`config.mk`:
```
export PLATFORM = sky130hd
export DESIGN_NAME = dds_synth_top
export DESIGN_NICKNAME = d
export VERILOG_FILES = /design/src/verilog/dds_pkg.sv /design/src/verilog/dds_phase_accum.sv /design/src/verilog/dds_regs.sv /design/src/verilog/dds_synth_top.sv /design/src/verilog/edge_rate_meter.sv
export VERILOG_INCLUDE_DIRS = /design/src /design/src/verilog
export SDC_FILE = /design/constraint.sdc
export NUM_CORES = 1
export LEC_CHECK = 0
export BUFFER_PORTS_ARGS = -buffer_cell sky130_fd_sc_hd__buf_4
export CAP_MARGIN = 20
export CORE_MARGIN = 1
export CORE_UTILIZATION = 45
export CTS_CLUSTER_SIZE = 28
export DETAILED_ROUTE_END_ITERATION = 10
export GPL_TIMING_DRIVEN = 0
export SLEW_MARGIN = 40
export SYNTH_ARGS = -nofsm -noshare
export SYNTH_HDL_FRONTEND = slang
export SYNTH_SLANG_ARGS = --single-unit
```
`constraint.sdc`:
```
create_clock -name clk600 -period 5.95 [get_ports clk600]
set_clock_uncertainty 0.05 [all_clocks]
set_input_delay 0 -clock clk600 [delete_from_list [all_inputs] [get_ports clk600]]
set_output_delay 0 -clock clk600 [all_outputs]
set_load 0.005 [all_outputs]
```
`src/verilog/dds_settings.svh`:
```
`ifndef DDS_SETTINGS_SVH
`define DDS_SETTINGS_SVH

////////////////////////////////////////////////////////////
// Synthesis defaults

// 12 MHz out of 600 MHz: 0.02 * 2^32
`define DDS_DEFAULT_INCR 32'h051eb852

// Divide ratio of the slow companion level, must be even
`define DDS_DIV_RATIO 8

////////////////////////////////////////////////////////////
// Rate measurement

// Gate window in clk600 cycles, at least 2
`define DDS_GATE_CYCLES 4096

////////////////////////////////////////////////////////////
// Register map

`define DDS_REG_INCR     2'd0  // Increment, read/write
`define DDS_REG_RATE_DDS 2'd1  // Synthesized clock rate, read only
`define DDS_REG_RATE_DIV 2'd2  // Divided clock rate, read only
`define DDS_REG_CTRL     2'd3  // Write clears phase, read gives window count

`endif

```
`src/verilog/dds_pkg.sv`:
```
// Shared types for the DDS clock synthesizer

package dds_pkg;

	////////////////////////////////////////////////////////////
	// Datapath widths

	typedef logic [31:0] phase_t;     // Accumulator phase, MSB is the clock
	typedef logic [31:0] incr_t;      // f_out / 600 MHz * 2^32
	typedef logic [15:0] rate_t;      // Rising edges in one gate window
	typedef logic [7:0]  meas_cnt_t;  // Completed windows, wraps

	////////////////////////////////////////////////////////////
	// Register bank

	typedef logic [1:0]  reg_addr_t;  // Four registers
	typedef logic [31:0] reg_data_t;  // One bus word

	////////////////////////////////////////////////////////////
	// Rate meter window controller

	typedef enum logic {
		MEAS_COUNT, // Gate open, edges accumulate
		MEAS_LATCH  // Last gate cycle, result moves to rate
	} meas_state_e;

endpackage

```
`src/verilog/dds_phase_accum.sv`:
```
`timescale 1ns/1ps
`include "dds_settings.svh"

module dds_phase_accum (
	input  logic           clk600,
	input  logic           rst_n,
	input  dds_pkg::incr_t incr,        // Programmed increment
	input  logic           phase_clear, // Zero phase and divider
	output logic           dds_out,     // Synthesized clock level
	output logic           div_out      // Divided companion level
);

	// Toggle every half ratio of DDS rising edges
	localparam int DIV_HALF = `DDS_DIV_RATIO / 2;
	localparam int DIV_W    = (DIV_HALF > 1) ? $clog2(DIV_HALF) : 1;

	dds_pkg::incr_t  incr_stage; // Pipelined copy of the increment
	dds_pkg::phase_t phase;
	logic            dds_prev;   // Last cycle's MSB
	logic            dds_rise;
	logic [DIV_W-1:0] div_cnt;   // Rising edges since last toggle

	////////////////////////////////////////////////////////////
	// Phase accumulator

	// Staged every cycle, so a new value lands on the phase one cycle later
	always_ff @(posedge clk600) begin
		incr_stage <= incr;
	end

	always_ff @(posedge clk600) begin
		if (!rst_n || phase_clear) begin
			phase <= '0;
		end else begin
			phase <= phase + incr_stage; // Free-running wrap at 2^32
		end
	end

	// MSB overflows at f = incr / 2^32 * 600 MHz
	assign dds_out = phase[$bits(dds_pkg::phase_t)-1];

	////////////////////////////////////////////////////////////
	// Companion divider

	assign dds_rise = dds_out && !dds_prev; // One pulse per DDS period

	always_ff @(posedge clk600) begin
		if (!rst_n || phase_clear) begin
			dds_prev <= 1'b0;
			div_cnt  <= '0;
			div_out  <= 1'b0;
		end else begin
			dds_prev <= dds_out;
			if (dds_rise) begin
				if (div_cnt == DIV_W'(DIV_HALF - 1)) begin
					div_cnt <= '0;
					div_out <= !div_out; // Half period done
				end else begin
					div_cnt <= div_cnt + 1'b1;
				end
			end
		end
	end

endmodule

```
`src/verilog/dds_regs.sv`:
```
`timescale 1ns/1ps
`include "dds_settings.svh"

module dds_regs (
	input  logic               clk600,
	input  logic               rst_n,

	// Write strobe
	input  logic               wr_en,
	input  dds_pkg::reg_addr_t wr_addr,
	input  dds_pkg::reg_data_t wr_data,

	// Read strobe, answered one cycle later
	input  logic               rd_en,
	input  dds_pkg::reg_addr_t rd_addr,
	output dds_pkg::reg_data_t rd_data,
	output logic               rd_valid,

	// To the accumulator
	output dds_pkg::incr_t     incr,
	output logic               phase_clear,

	// From the rate meters
	input  dds_pkg::rate_t     rate_dds,
	input  logic               rate_dds_done,
	input  dds_pkg::rate_t     rate_div
);

	dds_pkg::meas_cnt_t meas_cnt; // Windows finished by the DDS meter

	////////////////////////////////////////////////////////////
	// Write side

	// Increment register, back to 12 MHz on reset
	always_ff @(posedge clk600) begin
		if (!rst_n) begin
			incr <= `DDS_DEFAULT_INCR;
		end else if (wr_en && (wr_addr == `DDS_REG_INCR)) begin
			incr <= dds_pkg::incr_t'(wr_data);
		end
	end

	// Any write to control gives one clear pulse, data is don't care
	always_ff @(posedge clk600) begin
		if (!rst_n) begin
			phase_clear <= 1'b0;
		end else begin
			phase_clear <= wr_en && (wr_addr == `DDS_REG_CTRL);
		end
	end

	// Writes to the rate registers fall through, nothing to store

	////////////////////////////////////////////////////////////
	// Window counter

	always_ff @(posedge clk600) begin
		if (!rst_n) begin
			meas_cnt <= '0;
		end else if (rate_dds_done) begin
			meas_cnt <= meas_cnt + 1'b1; // Wraps at 256
		end
	end

	////////////////////////////////////////////////////////////
	// Read side

	// Valid follows the strobe by exactly one cycle
	always_ff @(posedge clk600) begin
		if (!rst_n) begin
			rd_valid <= 1'b0;
		end else begin
			rd_valid <= rd_en;
		end
	end

	// Registered read mux, rates sampled in the rd_en cycle
	always_ff @(posedge clk600) begin
		if (rd_en) begin
			case (rd_addr)
				`DDS_REG_INCR:     rd_data <= dds_pkg::reg_data_t'(incr);
				`DDS_REG_RATE_DDS: rd_data <= dds_pkg::reg_data_t'(rate_dds); // Zero-extend
				`DDS_REG_RATE_DIV: rd_data <= dds_pkg::reg_data_t'(rate_div); // Zero-extend
				`DDS_REG_CTRL:     rd_data <= dds_pkg::reg_data_t'(meas_cnt); // Count in [7:0]
				default:           rd_data <= '0;
			endcase
		end
	end

endmodule

```
`src/verilog/dds_synth_top.sv`:
```
`timescale 1ns/1ps

module dds_synth_top (
	input  logic               clk600,
	input  logic               rst_n,

	// Register write strobe
	input  logic               wr_en,
	input  dds_pkg::reg_addr_t wr_addr,
	input  dds_pkg::reg_data_t wr_data,

	// Register read strobe and answer
	input  logic               rd_en,
	input  dds_pkg::reg_addr_t rd_addr,
	output dds_pkg::reg_data_t rd_data,
	output logic               rd_valid,

	// Synthesized levels
	output logic               dds_out,
	output logic               div_out
);

	dds_pkg::incr_t incr;          // Bank to accumulator
	logic           phase_clear;
	dds_pkg::rate_t rate_dds;      // Meter A result
	logic           rate_dds_done; // Meter A window end, drives window count
	dds_pkg::rate_t rate_div;      // Meter B result

	////////////////////////////////////////////////////////////
	// Control registers

	dds_regs regs_i (
		.clk600       (clk600),
		.rst_n        (rst_n),
		.wr_en        (wr_en),
		.wr_addr      (wr_addr),
		.wr_data      (wr_data),
		.rd_en        (rd_en),
		.rd_addr      (rd_addr),
		.rd_data      (rd_data),
		.rd_valid     (rd_valid),
		.incr         (incr),
		.phase_clear  (phase_clear),
		.rate_dds     (rate_dds),
		.rate_dds_done(rate_dds_done),
		.rate_div     (rate_div)
	);

	////////////////////////////////////////////////////////////
	// Synthesis

	dds_phase_accum accum_i (
		.clk600     (clk600),
		.rst_n      (rst_n),
		.incr       (incr),
		.phase_clear(phase_clear),
		.dds_out    (dds_out),
		.div_out    (div_out)
	);

	////////////////////////////////////////////////////////////
	// Rate monitors, windows aligned from reset

	edge_rate_meter meter_dds (
		.clk600   (clk600),
		.rst_n    (rst_n),
		.sig_in   (dds_out),
		.rate     (rate_dds),
		.rate_done(rate_dds_done)
	);

	// Same window as meter A, so its done pulse is not needed
	edge_rate_meter meter_div (
		.clk600   (clk600),
		.rst_n    (rst_n),
		.sig_in   (div_out),
		.rate     (rate_div),
		.rate_done()
	);

endmodule

```
`src/verilog/edge_rate_meter.sv`:
```
`timescale 1ns/1ps
`include "dds_settings.svh"

module edge_rate_meter (
	input  logic           clk600,
	input  logic           rst_n,
	input  logic           sig_in,    // Level to measure, already in clk600
	output dds_pkg::rate_t rate,      // Edges in the last full window
	output logic           rate_done  // Pulse when rate updates
);

	localparam int GATE_W = $clog2(`DDS_GATE_CYCLES);

	dds_pkg::meas_state_e state;
	logic [GATE_W-1:0]    gate_cnt;  // Cycles into the window
	dds_pkg::rate_t       edge_cnt;  // Edges so far this window
	dds_pkg::rate_t       edge_sum;  // Count including this cycle
	logic                 sig_prev;
	logic                 sig_rise;

	assign sig_rise = sig_in && !sig_prev;

	// Saturate, never wrap
	assign edge_sum = (edge_cnt == '1) ? edge_cnt : edge_cnt + sig_rise;

	////////////////////////////////////////////////////////////
	// Window controller

	// COUNT covers GATE-1 cycles, LATCH is the last cycle of the window
	always_ff @(posedge clk600) begin
		if (!rst_n) begin
			state     <= dds_pkg::MEAS_COUNT;
			gate_cnt  <= '0;
			edge_cnt  <= '0;
			sig_prev  <= 1'b0;
			rate      <= '0;
			rate_done <= 1'b0;
		end else begin
			sig_prev  <= sig_in;
			rate_done <= 1'b0;
			case (state)
				dds_pkg::MEAS_COUNT: begin
					edge_cnt <= edge_sum;
					gate_cnt <= gate_cnt + 1'b1;
					if (gate_cnt == GATE_W'(`DDS_GATE_CYCLES - 2)) begin
						state <= dds_pkg::MEAS_LATCH; // Next cycle closes window
					end
				end
				dds_pkg::MEAS_LATCH: begin
					rate      <= edge_sum; // Edge on this cycle still counts
					rate_done <= 1'b1;
					edge_cnt  <= '0;       // Back-to-back, no dead cycle
					gate_cnt  <= '0;
					state     <= dds_pkg::MEAS_COUNT;
				end
				default: state <= dds_pkg::MEAS_COUNT;
			endcase
		end
	end

endmodule
```
==> results.md <==
| Step | Quantity | Value |
|:---|:---|:---|
| layout | Fin area | 0.01214 mm^2 |
| sta | Summed negative setup slack over all endpoints | 0 ns |
| floorplanning | Num ports | 75 |
| power | Worst IR drop on VDD | 0.0001777 V |
| cts | Setup Buffers After CTS | 0 |
| sta | Maximum operating frequency | 371.1 MHz |
| status | Status | complete, no violations |
| place | Post-Place Cells | 1411 |
| place | Post-place instance area | 0.01088 mm^2 |
| setup path | Critical Path Start Type | register |
| layout | Final Net Count | 1279 |
| floorplanning | Die Area | 0.02280 mm^2 |
| synthesis | Synth Area in Adders | 5.334% |
| global route | Global-route wire length before repair | 38.62 mm |
| sta | Final setup viols | 0 |
| global route | Combined global-route utilization of all metal layers | 22.01% |
| synthesis | Number of nets in the synthesized netlist | 1142 |
| synthesis | Number of synthesis warnings | 0 |
| power | Switching power summed over all nets | 1.087 mW |
| synthesis | Count of state elements after synthesis | 235 |
| floorplanning | Die width | 151.0 um |
| power | Sequential group share of total power | 42.9% |
| cts | H-tree depth | 1 |
| setup path | Critical-path cell list | ha_1 -> fa_1 -> a21o_2 -> a311oi_2 -> or3_2 -> o211ai_2 -> a31oi_1 -> mux2i_1 |
| setup path | Library cell contributing the largest single delay on the critical path | fa_1 |
| detailed routing | Via density per instance | 5.283 |
| synthesis | Primary flip-flop cell chosen by synthesis mapping | dfxtp_1 |
| detailed routing | DRC marker count from the first detailed-route iteration | 393 |
| floorplanning | Die Ht | 151.0 um |
| synthesis | Basic-gate share of the synthesized area counting and, or, nand and nor cells | 19.73% |
| setup path | Highest cell delay on the worst timing path | 0.42 ns |
| power | Total Power | 4.042 mW |
| detailed routing | DR DRC count | 0 |
| power | Power density relative to cell area | 333.0 mW/mm^2 |
| sta | Final critical-path share of the clock period | 45.29% |
| cts | Clock buffer depth | 3 |
| detailed routing | Detailed-route wire length per cell | 16.69 um |
| detailed routing | Number of optimization iterations in the first detailed-route pass | 6 |
| sta | Crit path time final | 2.695 ns |
| layout | Commonest cells after routing, fill and taps aside | 203 x dfxtp_1, 145 x nand2_1, 99 x nor2_1, 77 x a21oi_1, 71 x buf_4 |
| cts | Clock transition at path regs | 0.06 ns |
| layout | Most frequent standard cell in the layout excluding fill and tap cells | dfxtp_1 |
| synthesis | Average size of a mapped cell | 9.426 um^2 |
| sta | Worst Tran Pin Value | 0.8320 ns |
| setup path | Arrival time of the worst setup path | 3.09 ns |
| cts | Count of clock tree sinks | 235 |
| sta | Pins Over Slew Limit | 0 |
| layout | Share of post-route cells with drive strength above 1 | 12.00% |
| global route | Via count of the first global-routing pass | 7351 |
| cts | Number of buffers inserted during clock tree synthesis | 26 |
| place | Post-detailed-placement half-perimeter wirelength | 18.02 mm |
| global route | Final global-route overflow total | 0 |
| worst hold path | Classification of the worst-slack hold path | in2reg |
| detailed routing | Post-detailed-route count of antenna-violating nets | 0 |
| worst hold path | Hold path endpoint | regs_i.rd_data[9] |
| power | Cell-internal power | 2.954 mW |
| synthesis | Cells after Synth | 1060 |
| synthesis | Count of flip-flops with a built-in enable after synthesis | 32 |
| synthesis | Number of distinct library cells after synthesis | 63 |
| synthesis | Parity-gate share of the synthesized area counting xor and xnor cells | 4.821% |
| synthesis | Combinational family with the most area after synthesis | simple AND/OR/NAND/NOR gates |
| cts | Post-cts sizing count | 0 |
| setup path | FF-to-FF path depth | 8 |
| floorplanning | Standard cell core area | 0.02182 mm^2 |
| global route | Pin count of the biggest net entering global routing | 34 |
| place | Global placement routability congestion | 0.8667 |
| detailed routing | Vias after detailed routing | 7908 |
| cts | CTS tree | yes |
| detailed routing | Wire length after detailed routing | 24.99 mm |
| power | Gate power share | 16.9% |
| synthesis | Sequential-to-total area share from yosys stat | 50.29% |
| setup path | Category of the most critical setup path | reg2reg |
| cts | CTS Hold Bufs | 38 |
| worst hold path | Worst Hold Depth | 3 |
| synthesis | Area share of the largest cell type after synthesis | 40.67% |
| setup path | Start point of the critical path | accum_i.phase[0] |
| place | # port buffers | 71 |
| setup path | Flop2flop setup slack | 3.26 ns |
| cts | Library cell used as clock root buffer | clkbuf_16 |
| floorplanning | Row cnt | 54 |
| setup path | End of the worst register-to-register path | accum_i.phase[28] |
| layout | Diodes inserted | 0 |
| synthesis | Compound-cell area share of the yosys netlist | 13.51% |
| synthesis | Post-synthesis cell area | 0.009992 mm^2 |
| sta | RSZ-0062 raised after global routing | no |
| power | Leak Pwr | 4.809 nW |
| worst hold path | Start point of the worst hold path | rd_addr[0] |
| floorplanning | Effective utilization at floorplan | 45.79% |
| sta | Max-slew headroom at the worst pin | 44.53% |
| synthesis | Proportion of synthesized area in mux cells | 3.919% |
| cts | Worst-Skew Late Latency | 0.54 ns |
| setup path | Worst Setup End Kind | register |
| setup path | Data required time at the worst endpoint | 6.35 ns |
| layout | Fin util | 55.61% |
| synthesis | Post-synthesis async set-or-reset flop share | 0% |
| layout | Count of placed standard cells in the final layout, fillers left out | 1497 |
| run | Max-cap violations | 0 |
| global route | Initial antenna violation count | 0 |
| layout | Layout Area Growth over Synthesis | 21.45% |
| sta | Total count of hold-check failures in the final report | 0 |
| power | Sw Share | 26.90% |
| synthesis | Synth area leader | dfxtp_1 |
| synthesis | Top cells by area, synth | dfxtp_1 41%, edfxtp_1 9.6%, nand2_1 5.4% |
| power | Clock network fraction of design power | 40.2% |
| setup path | Reg-to-Reg Start | accum_i.phase[0] |
| setup path | Worst-path fanout max | 6 |
-- routing by layer --
metal	vias up	track usage, %	share of wire, %
li1	4001	-	-
met1	3722	28.66	46
met2	135	37.39	48
met3	50	3.012	3.3
met4	0	7.500	3.1
met5	-	0	0
-- stage by stage --
step	hold WS (ns)	setup WS, ns
finish	0.1263	3.255
floorplan	0.06250	3.688
CTS	0.1196	3.244
detailed placement	0.1676	3.248
global placement	0.1617	3.312
global route	0.1556	3.066
-- sequential cells by signal, indices dropped and copies added (netlist names) --
name,cells
regs_i.rd_data,32
accum_i.div_out,1
accum_i.dds_prev,1
regs_i.rd_valid,1
meter_dds.sig_prev,1
meter_div.edge_cnt,16
regs_i.meas_cnt,8
meter_dds.rate_done,1
meter_div.sig_prev,1
meter_div.rate,16
accum_i.incr_stage,32
regs_i.incr,32
meter_dds.gate_cnt,12
regs_i.phase_clear,1
meter_dds.rate,16
meter_div.gate_cnt,12
meter_dds.edge_cnt,16
meter_div.state,1
accum_i.div_cnt,2
meter_dds.state,1
accum_i.phase,32
-- worst max-delay path by stage --
stage,end,cells past startpoint,slack (ns)
final,accum_i.phase[28],8,3.26
after global routing,meter_dds.rate[10],9,3.07
after CTS,meter_dds.rate[10],9,3.24
after detailed placement,meter_dds.rate[10],9,3.25
after global placement,accum_i.phase[28],8,3.31
after floorplan,accum_i.phase[28],8,3.69
-- power groups by stage --
stage	Combinational (mW)	Clock, mW	Sequential (mW)
after floorplan	0.477	0	1.76
after global placement	0.649	0	1.77
after detailed placement	0.655	0	1.77
after CTS	0.678	1.66	1.73
after global routing	0.759	1.71	1.74
final	0.682	1.63	1.73
-- logic make-up (layout without fill, tap and decap cells) --
kind of cell / after synthesis / after routing
adders and majority gates: 42 / 42
DFF: 235 / 235
muxes: 29 / 29
xor gates and xnor gates: 55 / 55
buffers and inverters: 62 / 219
AOI/OAI and AO/OA: 221 / 221
and+or+nand+nor: 416 / 416
-- cells in the mapped netlist, drive strengths merged, types with 23 or more instances --
| cell | n |
|---|---|
| edfxtp | 32 |
| dfxtp | 203 |
| nand3 | 44 |
| nor2 | 99 |
| nand2 | 145 |
| and2 | 32 |
| nand4 | 23 |
| a21o | 23 |
| o21ai | 66 |
| xor2 | 34 |
| a21oi | 77 |
| ha | 41 |
| clkbuf | 37 |
-- worst max-delay path, delay by kind of cell (launching register included) --
kind	cells	cell delay, ns
AO/OA/AOI/OAI	4	1.16
adder cells (fa/ha/maj)	2	0.66
flip-flops	1	0.30
AND/OR/NAND/NOR	1	0.23
multiplexers	1	0.22
-- final cells by class --
cell class	instances	area, um^2
plain buffers	48	186.4
clock buffers	35	725.7
clock inverters	13	153.9
fillers	1986	9688
inverters	14	52.55
multi-input cells	763	4728
flip-flops and latches	235	5025
well taps	280	350.3
repair buffers	109	913.4
No activity file was read; power rests on OpenSTA's default activity.
